File: src/common/batchFilter_defines.svh
`ifndef BATCH_FILTER_DEFINES_SVH
`define BATCH_FILTER_DEFINES_SVH

// Samples per batch
`define BATCH_DEPTH 8

// One-bit samples packed into each input word
`define DSR 4

// Pole at COEF_NUM / 2**COEF_SHIFT
`define COEF_NUM 15
`define COEF_SHIFT 4

// Recursion state and output widths
`define ACC_WIDTH 12
`define OUT_WIDTH 8

// Output buffer entries
`define FIFO_DEPTH 4

`endif

File: src/common/batchFilterPkg.sv
`include "batchFilter_defines.svh"

package batchFilterPkg;

    // Raw input word, one bit per sample
    typedef logic [`DSR-1:0] inWord_t;

    // Decoded sample, range -DSR..DSR
    typedef logic signed [3:0] sample_t;

    typedef logic signed [`ACC_WIDTH-1:0] acc_t;

    typedef logic [$clog2(`BATCH_DEPTH)-1:0] batchIdx_t;

    // Four rotating slots in the sample memory
    typedef logic [1:0] sampleSlot_t;
    typedef logic [$bits(sampleSlot_t)+$bits(batchIdx_t)-1:0] sampleAddr_t;

    // Parity slot plus index for the result memories
    typedef logic [$bits(batchIdx_t):0] resAddr_t;

    // One recursion step: scale by the pole, floor, then add the sample
    function automatic acc_t recStep(input acc_t state, input sample_t sample);
        logic signed [`ACC_WIDTH+5:0] scaled;
        scaled = state * `COEF_NUM;
        // Arithmetic shift rounds toward minus infinity
        scaled = scaled >>> `COEF_SHIFT;
        return acc_t'(scaled + sample);
    endfunction

endpackage

File: src/common/ramPortIf.sv
`timescale 1ns/1ps

interface ramPortIf #(
    parameter type payload_t = logic,
    parameter type addr_t = logic [4:0],
    parameter int NumRead = 1
) ();

    logic wrEn;
    addr_t wrAddr;
    payload_t wrData;

    // Read enable is shared by all read ports
    logic rdEn;
    addr_t rdAddr [NumRead];
    payload_t rdData [NumRead];

    modport owner (
        output wrEn, wrAddr, wrData, rdEn, rdAddr,
        input rdData
    );

    modport memory (
        input wrEn, wrAddr, wrData, rdEn, rdAddr,
        output rdData
    );

    // Split owner for memories written and read by different blocks
    modport writer (
        output wrEn, wrAddr, wrData
    );

    modport reader (
        output rdEn, rdAddr,
        input rdData
    );

endinterface

File: src/hw/batchRam.sv
`timescale 1ns/1ps

module batchRam #(
    parameter type payload_t = logic,
    parameter int Depth = 32,
    parameter int NumRead = 1
) (
    input logic clkDS,
    ramPortIf.memory port
);

    payload_t mem [Depth];

    always_ff @(posedge clkDS) begin
        if (port.wrEn) begin
            mem[port.wrAddr] <= port.wrData;
        end
    end

    // Registered reads, held while rdEn is low
    for (genvar r = 0; r < NumRead; r++) begin : gRead
        always_ff @(posedge clkDS) begin
            if (port.rdEn) begin
                // Bypass so a same-address write is seen at once
                if (port.wrEn && (port.wrAddr == port.rdAddr[r])) begin
                    port.rdData[r] <= port.wrData;
                end else begin
                    port.rdData[r] <= mem[port.rdAddr[r]];
                end
            end
        end
    end

endmodule

File: src/hw/batchSequencer.sv
`timescale 1ns/1ps
`include "batchFilter_defines.svh"

module batchSequencer (
    input logic clkDS,
    input logic rst,
    input logic inValid,
    input batchFilterPkg::inWord_t inBits,
    input logic fifoFull,
    output logic inReady,
    output logic tick,
    output logic periodStart,
    output logic primed,
    ramPortIf.owner sampleBus,
    ramPortIf.writer fwdWr,
    ramPortIf.writer backWr,
    output batchFilterPkg::sample_t lookSample,
    output batchFilterPkg::sample_t backSample,
    output batchFilterPkg::sample_t fwdSample,
    input batchFilterPkg::acc_t fwdState,
    input batchFilterPkg::acc_t backState
);
    import batchFilterPkg::*;

    localparam batchIdx_t LastIdx = batchIdx_t'(`BATCH_DEPTH - 1);

    batchIdx_t idx;
    batchIdx_t idxRev;
    sampleSlot_t slot;
    logic lastIdx;

    // Periods seen since reset, saturating at four
    logic [2:0] warm;

    // Copies delayed by one tick, aligned with the read data
    batchIdx_t idxD;
    batchIdx_t idxRevD;
    logic parityD;
    logic lookLive;
    logic histLive;

    logic [$clog2(`DSR+1)-1:0] ones;
    sample_t decoded;

    assign inReady = ~fifoFull;
    assign tick = inValid & inReady;
    assign lastIdx = (idx == LastIdx);

    // Decoded value is 2 * ones - DSR
    always_comb begin
        ones = '0;
        for (int i = 0; i < `DSR; i++) begin
            ones = ones + inBits[i];
        end
        decoded = sample_t'(2 * ones - `DSR);
    end

    always_ff @(posedge clkDS or negedge rst) begin
        if (!rst) begin
            idx <= '0;
            idxRev <= LastIdx;
            slot <= '0;
            warm <= '0;
            idxD <= '0;
            idxRevD <= '0;
            parityD <= 1'b0;
            periodStart <= 1'b0;
            lookLive <= 1'b0;
            histLive <= 1'b0;
            primed <= 1'b0;
        end else if (tick) begin
            idx <= lastIdx ? '0 : idx + 1'b1;
            idxRev <= lastIdx ? LastIdx : idxRev - 1'b1;
            if (lastIdx) begin
                slot <= slot + 1'b1;
                if (warm != 3'd4) begin
                    warm <= warm + 1'b1;
                end
            end
            idxD <= idx;
            idxRevD <= idxRev;
            // Results of period c go to parity (c - 3) mod 2
            parityD <= ~slot[0];
            periodStart <= (idx == '0);
            // Slot c-1 holds data from period one on, slot c-3 from period three
            lookLive <= (warm >= 3'd1);
            histLive <= (warm >= 3'd3);
            // First set by the tick that reads period 4, index 0
            if (warm == 3'd4) begin
                primed <= 1'b1;
            end
        end
    end

    // Incoming word into slot c mod 4
    assign sampleBus.wrEn = tick;
    assign sampleBus.wrAddr = {slot, idx};
    assign sampleBus.wrData = decoded;

    // Port 0 lookahead, port 1 backward, port 2 forward
    assign sampleBus.rdEn = tick;
    assign sampleBus.rdAddr[0] = {sampleSlot_t'(slot - 2'd1), idxRev};
    assign sampleBus.rdAddr[1] = {sampleSlot_t'(slot - 2'd3), idxRev};
    assign sampleBus.rdAddr[2] = {sampleSlot_t'(slot - 2'd3), idx};

    // Slots not yet written after reset read as zero
    assign lookSample = lookLive ? sampleBus.rdData[0] : '0;
    assign backSample = histLive ? sampleBus.rdData[1] : '0;
    assign fwdSample = histLive ? sampleBus.rdData[2] : '0;

    // New states are written on the tick they are computed
    assign fwdWr.wrEn = tick;
    assign fwdWr.wrAddr = {parityD, idxD};
    assign fwdWr.wrData = fwdState;

    assign backWr.wrEn = tick;
    assign backWr.wrAddr = {parityD, idxRevD};
    assign backWr.wrData = backState;

endmodule

File: src/recursion/recursionBank.sv
`timescale 1ns/1ps

module recursionBank (
    input logic clkDS,
    input logic rst,
    input logic tick,
    input logic periodStart,
    input batchFilterPkg::sample_t lookSample,
    input batchFilterPkg::sample_t backSample,
    input batchFilterPkg::sample_t fwdSample,
    output batchFilterPkg::acc_t fwdState,
    output batchFilterPkg::acc_t backState
);
    import batchFilterPkg::*;

    acc_t lookReg;
    acc_t backReg;
    acc_t fwdReg;
    acc_t lookNext;
    acc_t backNext;
    acc_t fwdNext;

    // periodStart arrives already delayed to match the samples
    always_comb begin
        lookNext = recStep(periodStart ? acc_t'(0) : lookReg, lookSample);
        // Lookahead of the previous period seeds the backward pass
        backNext = recStep(periodStart ? lookReg : backReg, backSample);
        fwdNext = recStep(fwdReg, fwdSample);
    end

    always_ff @(posedge clkDS or negedge rst) begin
        if (!rst) begin
            lookReg <= '0;
            backReg <= '0;
            fwdReg <= '0;
        end else if (tick) begin
            lookReg <= lookNext;
            backReg <= backNext;
            fwdReg <= fwdNext;
        end
    end

    // Next states go straight to the result memories
    assign fwdState = fwdNext;
    assign backState = backNext;

endmodule

File: src/hw/batchCombiner.sv
`timescale 1ns/1ps
`include "batchFilter_defines.svh"

module batchCombiner (
    input logic clkDS,
    input logic rst,
    input logic tick,
    input logic primed,
    ramPortIf.reader fwdRd,
    ramPortIf.reader backRd,
    output logic outValid,
    input logic outReady,
    output logic [`OUT_WIDTH-1:0] outData,
    output logic fifoFull
);
    import batchFilterPkg::*;

    localparam int PtrWidth = $clog2(`FIFO_DEPTH);
    localparam int CntWidth = $clog2(`FIFO_DEPTH + 1);
    localparam logic signed [`ACC_WIDTH:0] OutMax = 2 ** (`OUT_WIDTH - 1) - 1;
    localparam logic signed [`ACC_WIDTH:0] OutMin = -(2 ** (`OUT_WIDTH - 1));

    // Own read position, period c reads parity c mod 2
    batchIdx_t rdIdx;
    logic rdParity;

    logic signed [`ACC_WIDTH:0] sumReg;
    logic sumVld;
    logic signed [`ACC_WIDTH:0] clamped;
    logic [`OUT_WIDTH-1:0] outWord;

    logic [`OUT_WIDTH-1:0] fifoMem [`FIFO_DEPTH];
    logic [PtrWidth-1:0] wrPtr;
    logic [PtrWidth-1:0] rdPtr;
    logic [CntWidth-1:0] count;
    logic push;
    logic pop;

    assign fwdRd.rdEn = tick;
    assign fwdRd.rdAddr[0] = {rdParity, rdIdx};
    assign backRd.rdEn = tick;
    assign backRd.rdAddr[0] = {rdParity, rdIdx};

    always_ff @(posedge clkDS or negedge rst) begin
        if (!rst) begin
            rdIdx <= '0;
            rdParity <= 1'b0;
            sumVld <= 1'b0;
        end else if (tick) begin
            rdIdx <= rdIdx + 1'b1;
            if (rdIdx == batchIdx_t'(`BATCH_DEPTH - 1)) begin
                rdIdx <= '0;
                rdParity <= ~rdParity;
            end
            sumVld <= primed;
        end
    end

    always_ff @(posedge clkDS) begin
        if (tick) begin
            sumReg <= fwdRd.rdData[0] + backRd.rdData[0];
        end
    end

    // Saturate, then flip the sign bit for offset binary
    always_comb begin
        if (sumReg > OutMax) begin
            clamped = OutMax;
        end else if (sumReg < OutMin) begin
            clamped = OutMin;
        end else begin
            clamped = sumReg;
        end
        outWord = {~clamped[`OUT_WIDTH-1], clamped[`OUT_WIDTH-2:0]};
    end

    // A tick only happens while the FIFO has room
    assign push = tick & sumVld;
    assign pop = outValid & outReady;

    always_ff @(posedge clkDS) begin
        if (push) begin
            fifoMem[wrPtr] <= outWord;
        end
    end

    always_ff @(posedge clkDS or negedge rst) begin
        if (!rst) begin
            wrPtr <= '0;
            rdPtr <= '0;
            count <= '0;
        end else begin
            if (push) begin
                wrPtr <= wrPtr + 1'b1;
            end
            if (pop) begin
                rdPtr <= rdPtr + 1'b1;
            end
            count <= count + CntWidth'(push) - CntWidth'(pop);
        end
    end

    assign outValid = (count != '0);
    assign fifoFull = (count == CntWidth'(`FIFO_DEPTH));
    assign outData = fifoMem[rdPtr];

endmodule

File: src/hw/batchFilterTop.sv
`timescale 1ns/1ps
`include "batchFilter_defines.svh"

module batchFilterTop (
    input logic clkDS,
    input logic rst,
    input logic inValid,
    input batchFilterPkg::inWord_t inBits,
    output logic inReady,
    output logic outValid,
    output logic [`OUT_WIDTH-1:0] outData,
    input logic outReady
);
    import batchFilterPkg::*;

    logic tick;
    logic periodStart;
    logic primed;
    logic fifoFull;
    sample_t lookSample;
    sample_t backSample;
    sample_t fwdSample;
    acc_t fwdState;
    acc_t backState;

    // Four sample slots, two result parity slots
    ramPortIf #(.payload_t(sample_t), .addr_t(sampleAddr_t), .NumRead(3)) sampleBus ();
    ramPortIf #(.payload_t(acc_t), .addr_t(resAddr_t), .NumRead(1)) fwdBus ();
    ramPortIf #(.payload_t(acc_t), .addr_t(resAddr_t), .NumRead(1)) backBus ();

    batchSequencer sequencer (
        .clkDS(clkDS),
        .rst(rst),
        .inValid(inValid),
        .inBits(inBits),
        .fifoFull(fifoFull),
        .inReady(inReady),
        .tick(tick),
        .periodStart(periodStart),
        .primed(primed),
        .sampleBus(sampleBus.owner),
        .fwdWr(fwdBus.writer),
        .backWr(backBus.writer),
        .lookSample(lookSample),
        .backSample(backSample),
        .fwdSample(fwdSample),
        .fwdState(fwdState),
        .backState(backState)
    );

    recursionBank recursion (
        .clkDS(clkDS),
        .rst(rst),
        .tick(tick),
        .periodStart(periodStart),
        .lookSample(lookSample),
        .backSample(backSample),
        .fwdSample(fwdSample),
        .fwdState(fwdState),
        .backState(backState)
    );

    batchCombiner combiner (
        .clkDS(clkDS),
        .rst(rst),
        .tick(tick),
        .primed(primed),
        .fwdRd(fwdBus.reader),
        .backRd(backBus.reader),
        .outValid(outValid),
        .outReady(outReady),
        .outData(outData),
        .fifoFull(fifoFull)
    );

    batchRam #(.payload_t(sample_t), .Depth(4 * `BATCH_DEPTH), .NumRead(3)) sampleRam (
        .clkDS(clkDS),
        .port(sampleBus.memory)
    );

    batchRam #(.payload_t(acc_t), .Depth(2 * `BATCH_DEPTH), .NumRead(1)) fwdRam (
        .clkDS(clkDS),
        .port(fwdBus.memory)
    );

    batchRam #(.payload_t(acc_t), .Depth(2 * `BATCH_DEPTH), .NumRead(1)) backRam (
        .clkDS(clkDS),
        .port(backBus.memory)
    );

endmodule

File: config.mk
export PLATFORM = sky130hd
export DESIGN_NAME = batchFilterTop
export DESIGN_NICKNAME = d
export VERILOG_FILES = /design/src/common/batchFilterPkg.sv /design/src/common/ramPortIf.sv /design/src/hw/batchRam.sv /design/src/hw/batchSequencer.sv /design/src/recursion/recursionBank.sv /design/src/hw/batchCombiner.sv /design/src/hw/batchFilterTop.sv
export VERILOG_INCLUDE_DIRS = /design/src /design/src/common
export SDC_FILE = /design/constraint.sdc
export NUM_CORES = 1
export LEC_CHECK = 0
export ABC_CLOCK_PERIOD_IN_PS = 5500
export BUFFER_PORTS_ARGS = -buffer_cell sky130_fd_sc_hd__buf_4
export CORE_MARGIN = 4
export CORE_UTILIZATION = 35
export CTS_BUF_LIST = sky130_fd_sc_hd__clkbuf_4 sky130_fd_sc_hd__clkbuf_8
export DETAILED_ROUTE_END_ITERATION = 8
export PLACE_DENSITY_LB_ADDON = 0.2
export SYNTH_ARGS = -nofsm -noshare
export SYNTH_HDL_FRONTEND = slang
export SYNTH_HIERARCHICAL = 1
export SYNTH_SLANG_ARGS = --single-unit
File: constraint.sdc
create_clock -name clkDS -period 5.5 [get_ports clkDS]
set_input_delay 0.825 -clock clkDS [delete_from_list [all_inputs] [get_ports clkDS]]
set_output_delay 0.825 -clock clkDS [all_outputs]
set_load 0.01 [all_outputs]
# Word-level counts from Yosys, hierarchy flattened

Memories as Yosys holds them, arrays and structs flattened. A register that Yosys moved wholly into a read port is not among the register bits.
Cells that the tools add are included.

Register bits after elaboration: 83
Output and inout port bits: 10
Logic and storage cells: 83
Input port bits: 8
Memory bits (read-only): 0
Bits in latches: 0
Memories kept: 4
Bits in writable memories: 544

Memory list:

| name             | depth | bits a word | rd ports | clocked after Yosys merged registers in | wr ports | line                | text |
|---|---|---|---|---|---|---|---|
| backRam.mem      | 16    | 12          | 1        | 1                                       | 1        | batchRam.sv:12      | `payload_t mem [Depth];` |
| fwdRam.mem       | 16    | 12          | 1        | 1                                       | 1        | batchRam.sv:12      |  |
| sampleRam.mem    | 32    | 4           | 3        | 3                                       | 1        | batchRam.sv:12      |  |
| combiner.fifoMem | 4     | 8           | 1        | 0                                       | 1        | batchCombiner.sv:32 | `` logic [`OUT_WIDTH-1:0] fifoMem [`FIFO_DEPTH]; `` |

Bitwise logic cells: 7
$add $sub $neg: 19
Div/mod/pow operators: 0
Mux-type cells: 14
Reduce and logical (&&, ||, !) cells: 6
Shift-type cells: 0
Eq/ne operators: 5
Multiply operators: 3
Order comparisons: 4

Operator list:

| cell                  | count |
|---|---|
| $mul 12x5->16 const B | 3 |
| $add 12x4->12         | 3 |
| $mux 12               | 2 |
| $mux 8                | 2 |
| $add 12x12->13        | 1 |
| $gt 13x8->1 const B   | 1 |
| $lt 13x8->1 const B   | 1 |
| $eq 3x3->1 const B    | 4 |
| $mux 4                | 3 |
| $add 3x1->3           | 3 |
| $add 3x1->3 const B   | 3 |
| $mux 3                | 3 |
| $add 2x1->2 const B   | 3 |
| $reduce_and 2->1      | 3 |
| $mux 1                | 4 |
| $not 1->1             | 4 |
| $sub 4x3->4 const B   | 1 |
| $and 1x1->1           | 3 |
| $ge 3x1->1 const B    | 1 |
| $ge 3x2->1 const B    | 1 |
| $logic_not 3->1       | 1 |
| $ne 3x3->1 const B    | 1 |
| $reduce_and 3->1      | 1 |
| $reduce_bool 3->1     | 1 |
| 5 further kinds       | 5 |

# Logic depth before layout (Yosys ltp)

Word-level depth: 6
Gate-level depth with buffers: 25
Mapped depth without buffers: 22

# Cells and area by module

Netlist, hierarchy kept.

By module, submodules not included:

| module                  | area an instance (um^2) | times used | cells each | sequential area each (um^2) |
|---|---|---|---|---|
| batchRam at backRam ... | 7986.4                  | 2          | 348        | 6125.9 |
| batchRam at sampleRam   | 7880.1                  | 1          | 467        | 4204.0 |
| recursionBank           | 6789.0                  | 1          | 751        | 900.9 |
| batchCombiner           | 2820.2                  | 1          | 191        | 1651.6 |
| batchSequencer          | 1480.2                  | 1          | 157        | 554.3 |

# Worst setup path after synthesis

Ideal clock, no wire load.

Kind: register -> register
Start: register, netlist name sequencer/periodStart
End: register backRam.port.rdData[11], read port of backRam.mem (data pin)
Setup slack: -529 ps
Stages on the path, launching flop included: 25
Required time: 5240 ps
Period minus slack after synthesis: 6029 ps
Arrival time: 5769 ps
Library setup time: 260 ps
Path buffers: 3
Cells stage by stage: dfrtp_1 -> clkbuf_1 -> clkbuf_1 -> mux2_2 -> ha_1 -> fa_1 -> inv_1 -> fa_1 -> inv_1 -> ha_1 -> a21o_1 -> a21oi_1 -> a31oi_4 -> a21oi_2 -> nor2b_1 -> nor3_1 -> nor2_1 -> ha_1 -> nand2_1 -> o21ai_0 -> o21ai_1 -> o21ai_1 -> xnor3_1 -> buf_4 -> mux2_2

RTL lines:

| item      | line            | text |
|---|---|---|
| to (decl) | ramPortIf.sv:25 | `output rdData` |

==> PnR_summary.wiki <==
{| class="wikitable"
! Metric !! Value
|-
| Status || finished, final reports clean
|-
| FF-to-FF End || backRam/port.rdData[11]
|-
| CTS root buf || sky130_fd_sc_hd__clkbuf_8
|-
| Total iterations of the first detailed-routing run || 7
|-
| Final RePlAce weighted congestion || 0.793
|-
| Type of the worst setup path || register to register
|-
| HPWL Detailed || 52.5 mm
|-
| CP most frequent cell || sky130_fd_sc_hd__ha_1
|-
| Wire length on met1 || 35.2 mm
|-
| Min-delay worst type || input pin to register
|-
| Main flop type after synthesis || sky130_fd_sc_hd__edfxtp_1
|-
| Achievable Freq || 190 MHz
|-
| Launch point of the worst hold path || inValid
|-
| Final period utilization || 95.6%
|-
| Share of final-layout standard cells stronger than drive strength 1 || 26.5%
|-
| Cell with the biggest individual delay on the critical path || sky130_fd_sc_hd__fa_1
|-
| Cells along the critical path || buf_6 -> mux2_4 -> ha_1 -> fa_1 -> inv_1 -> fa_1 -> inv_1 -> ha_1 -> a21o_1 -> a21oi_2 -> a31oi_4 -> a21oi_4 -> nor2b_1 -> nor3_1 -> nor2_1 -> ha_1 -> nand2_1 -> o21ai_1 -> o21ai_2 -> o21ai_1 -> xnor3_2 -> mux2_2
|-
| First element of the critical path || sequencer/periodStart
|-
| Final Skew || 53.8 ps
|-
| Count of final max-slew check failures || 0
|-
| Area share of the largest cell type after synthesis || 51.0%
|-
| Worst endpoint required time || 5960 ps
|-
| Synthesis-to-finish area growth || 12.0%
|-
| Number of H-tree branching levels || 3
|-
| Top cell type by total area after synthesis || sky130_fd_sc_hd__edfxtp_1
|-
| WL per Instance || 21.0 um
|-
| Post-synthesis average cell area || 15.4 um2
|-
| Grt total ovfl || 0
|-
| Clock tree buffer depth || 3
|-
| Vias per inst || 5.16
|-
| Nets@finish || 2561
|-
| Clock buffers created by TritonCTS || 112
|-
| Setup slack on the worst flop-to-flop path || 240 ps
|-
| CORE AREA || 98700 um2
|-
| Number of input and output port buffers inserted || 17
|-
| Die extent in y || 324 um
|-
| Horizontal die dimension || 324 um
|-
| Clock tree sinks || 663
|-
| Placed cell count || 3515
|-
| Starting density of the core || 35.4%
|-
| Clock edge transition at the registers on the reported setup and hold paths || 60 ps
|-
| Reg-to-Reg Start || sequencer/periodStart
|-
| Total wire length after detailed routing || 78.2 mm
|-
| Cell type group with the largest total delay on the critical path || adder cells
|-
| Reported max-cap violation count || 0
|-
| Maximum fanout encountered on the critical timing path || 6
|-
| Path length in cells of the critical path || 22
|-
| Vias in the first global route || 20266
|-
| Capturing instance or port of the critical path || backRam/port.rdData[11]
|-
| Slew @ Worst Pin || 990 ps
|-
| Leading post-synthesis cells by cell area || sky130_fd_sc_hd__edfxtp_1, sky130_fd_sc_hd__mux4_2, sky130_fd_sc_hd__ha_1
|-
| Count of flip-flops with a built-in enable after synthesis || 593
|-
| Worst EP arrival || 5720 ps
|-
| End-of-flow core utilization || 39.6%
|-
| Largest stage delay on the critical path || 520 ps
|-
| Mapped Cells || 2262
|-
| Library cell with the highest instance count after synthesis || sky130_fd_sc_hd__edfxtp_1
|-
| Residual DRC || 0
|-
| Clock Latency Late Sink || 730 ps
|-
| Commonest cells in the netlist || sky130_fd_sc_hd__edfxtp_1, sky130_fd_sc_hd__mux4_2, sky130_fd_sc_hd__ha_1
|-
| Flip-flop and latch count after synthesis || 663
|-
| Buffers plus inverters on the worst setup path || 3
|-
| Number of setup violations in the final report || 0
|-
| Sequential-to-total area share from yosys stat || 56.0%
|-
| Detail Route Antenna Nets || 0
|-
| Highest layer used for signal routing || met4
|-
| DR vias || 19278
|-
| Worst-case headroom to the max-slew limit || 33.9%
|-
| Largest net degree at the start of global routing || 82
|-
| Io pins || 18
|-
| Post-route insts no fill || 3734
|-
| Cell area after technology mapping || 34900 um2
|-
| Post-Syn Nets || 2472
|-
| CP Launch Type || register
|-
| Depth of the worst register-to-register path || 22
|-
| Proportion of register bits with asynchronous set or reset after synthesis || 10.6%
|-
| Capturing element type of the critical path || register
|-
| Count of endpoints failing hold in the final timing report || 0
|-
| CTS tree || yes
|-
| Number of antenna violations at the first check in global routing || 1
|-
| Netlist cell types || 84
|-
| DR WL met2 || 37.6 mm
|-
| First-pass GRT wire length || 121 mm
|-
| Yosys synthesis warning count || 6
|-
| Die Footprint || 105000 um2
|-
| Met3 WL || 3.72 mm
|-
| Starting DRT DRC Count || 1266
|-
| Number of rows in the core area || 115
|-
| GRT Total Usage || 15.1%
|-
| # fillers || 9020
|-
| Min cycle time layout || 5260 ps
|}
area by class of cell:
| cell class | instances | area, um2 | area share (%) |
|---|---|---|---|
| Clock inverter | 56 | 469 | 1.20 |
| Timing Repair Buffer | 119 | 912 | 2.33 |
| Sequential cell | 663 | 19600 | 50.0 |
| Clock buffer | 153 | 1920 | 4.92 |
| Antenna cell | 1 | 2.50 | 0.00640 |
| Tap cell | 1287 | 1610 | 4.12 |
| Inverter | 147 | 557 | 1.42 |
| Multi-Input combinational cell | 1308 | 14100 | 36.0 |
worst min-delay path, cell delays in order:
cell                       delay (ps)
sky130_fd_sc_hd__buf_4            110
sky130_fd_sc_hd__nand4b_1          90
sky130_fd_sc_hd__o21ai_0           90
sky130_fd_sc_hd__a21oi_1           70
registers in the layout, indices dropped and copies added, names as in the netlist, 2 cells and up:
name / cells
combiner/rdIdx: 3
combiner/rdPtr: 2
backRam/mem: 192
backRam/port.rdData: 12
sequencer/idxD: 3
recursion/lookReg: 12
recursion/fwdReg: 12
recursion/backReg: 12
sampleRam/port.rdData: 12
sampleRam/mem: 128
sequencer/warm: 3
fwdRam/port.rdData: 12
combiner/sumReg: 13
fwdRam/mem: 192
sequencer/idx: 3
combiner/count: 3
combiner/fifoMem: 32
sequencer/idxRev: 3
combiner/wrPtr: 2
sequencer/slot: 2
sequencer/idxRevD: 3
through the flow:
| step | hold WS [ps] | setup WS (ps) | area (um2) | setup TNS, ps |
|---|---|---|---|---|
| after floorplan | 437 | -19.9 | 35000 | -19.9 |
| after global placement | 474 | 65.9 | 36600 | 0 |
| after detailed placement | 479 | 25.3 | 36600 | 0 |
| after CTS | 360 | 36.2 | 39000 | 0 |
| after global routing | 429 | -55.1 | 39100 | -69.7 |
| final | 467 | 244 | 39100 | 0 |
cell families after synthesis:
logic type | after synthesis | synth area share [%]
other | 1 | 0.0107
adders and majority gates | 202 | 8.41
and+or+nand+nor | 382 | 5.61
buffers and inverters | 291 | 4.31
AOI/OAI and AO/OA | 241 | 4.77
xor gates and xnor gates | 128 | 3.25
DFF | 663 | 56.0
muxes | 354 | 17.7
routing by layer:
layer  global-route usage [%]  vias up
li1                         -     8820
met3                     2.63      117
met4                     4.39        0
met2                     24.9      441
met5                        0        -
met1                     20.6     9900
worst min-delay path by stage:
stage / end / depth (start not counted)
5_1_grt: sequencer/idxRev[2] / 4
6_report: sequencer/idxRev[2] / 4
3_5_place_dp: combiner/count[2] / 1
3_3_place_gp: combiner/count[2] / 1
2_1_floorplan: sequencer/primed / 1
4_1_cts: sequencer/idxRev[2] / 4
cell usage in the layout, fill, tap and decap left out, types with 33 or more instances in the layout:
cell                       synthesis  routed
sky130_fd_sc_hd__edfxtp_1        593     593
sky130_fd_sc_hd__xnor2_1          77      75
sky130_fd_sc_hd__clkbuf_8          0     124
sky130_fd_sc_hd__xor2_1           50      50
sky130_fd_sc_hd__o21ai_0          36      35
sky130_fd_sc_hd__ha_1            147     144
sky130_fd_sc_hd__nand3_1          33      33
sky130_fd_sc_hd__mux2_2           64      61
sky130_fd_sc_hd__nor2_1          119     110
sky130_fd_sc_hd__nand2_1          69      68
sky130_fd_sc_hd__mux2i_1          86      84
sky130_fd_sc_hd__mux4_2          203     203
sky130_fd_sc_hd__inv_1           144     143
sky130_fd_sc_hd__dfrtp_1          67      62
sky130_fd_sc_hd__a21oi_1          47      40
sky130_fd_sc_hd__buf_4            61     116
sky130_fd_sc_hd__fa_1             55      55
timing repair:
| action | CTS | global route |
|---|---|---|
| endpoints found under the hold margin | 13 | 0 |
| setup endpoints to repair | 1 | 74 |
| setup buffers | 0 | 8 |
| hold buffers | 1 | 0 |
| pin swaps | 1 | 13 |
| gates resized for setup | 0 | 25 |
Power is left out: the tool's default activity adds up to more than one toggle a clock period on the data nets, which glitch-free logic cannot reach.
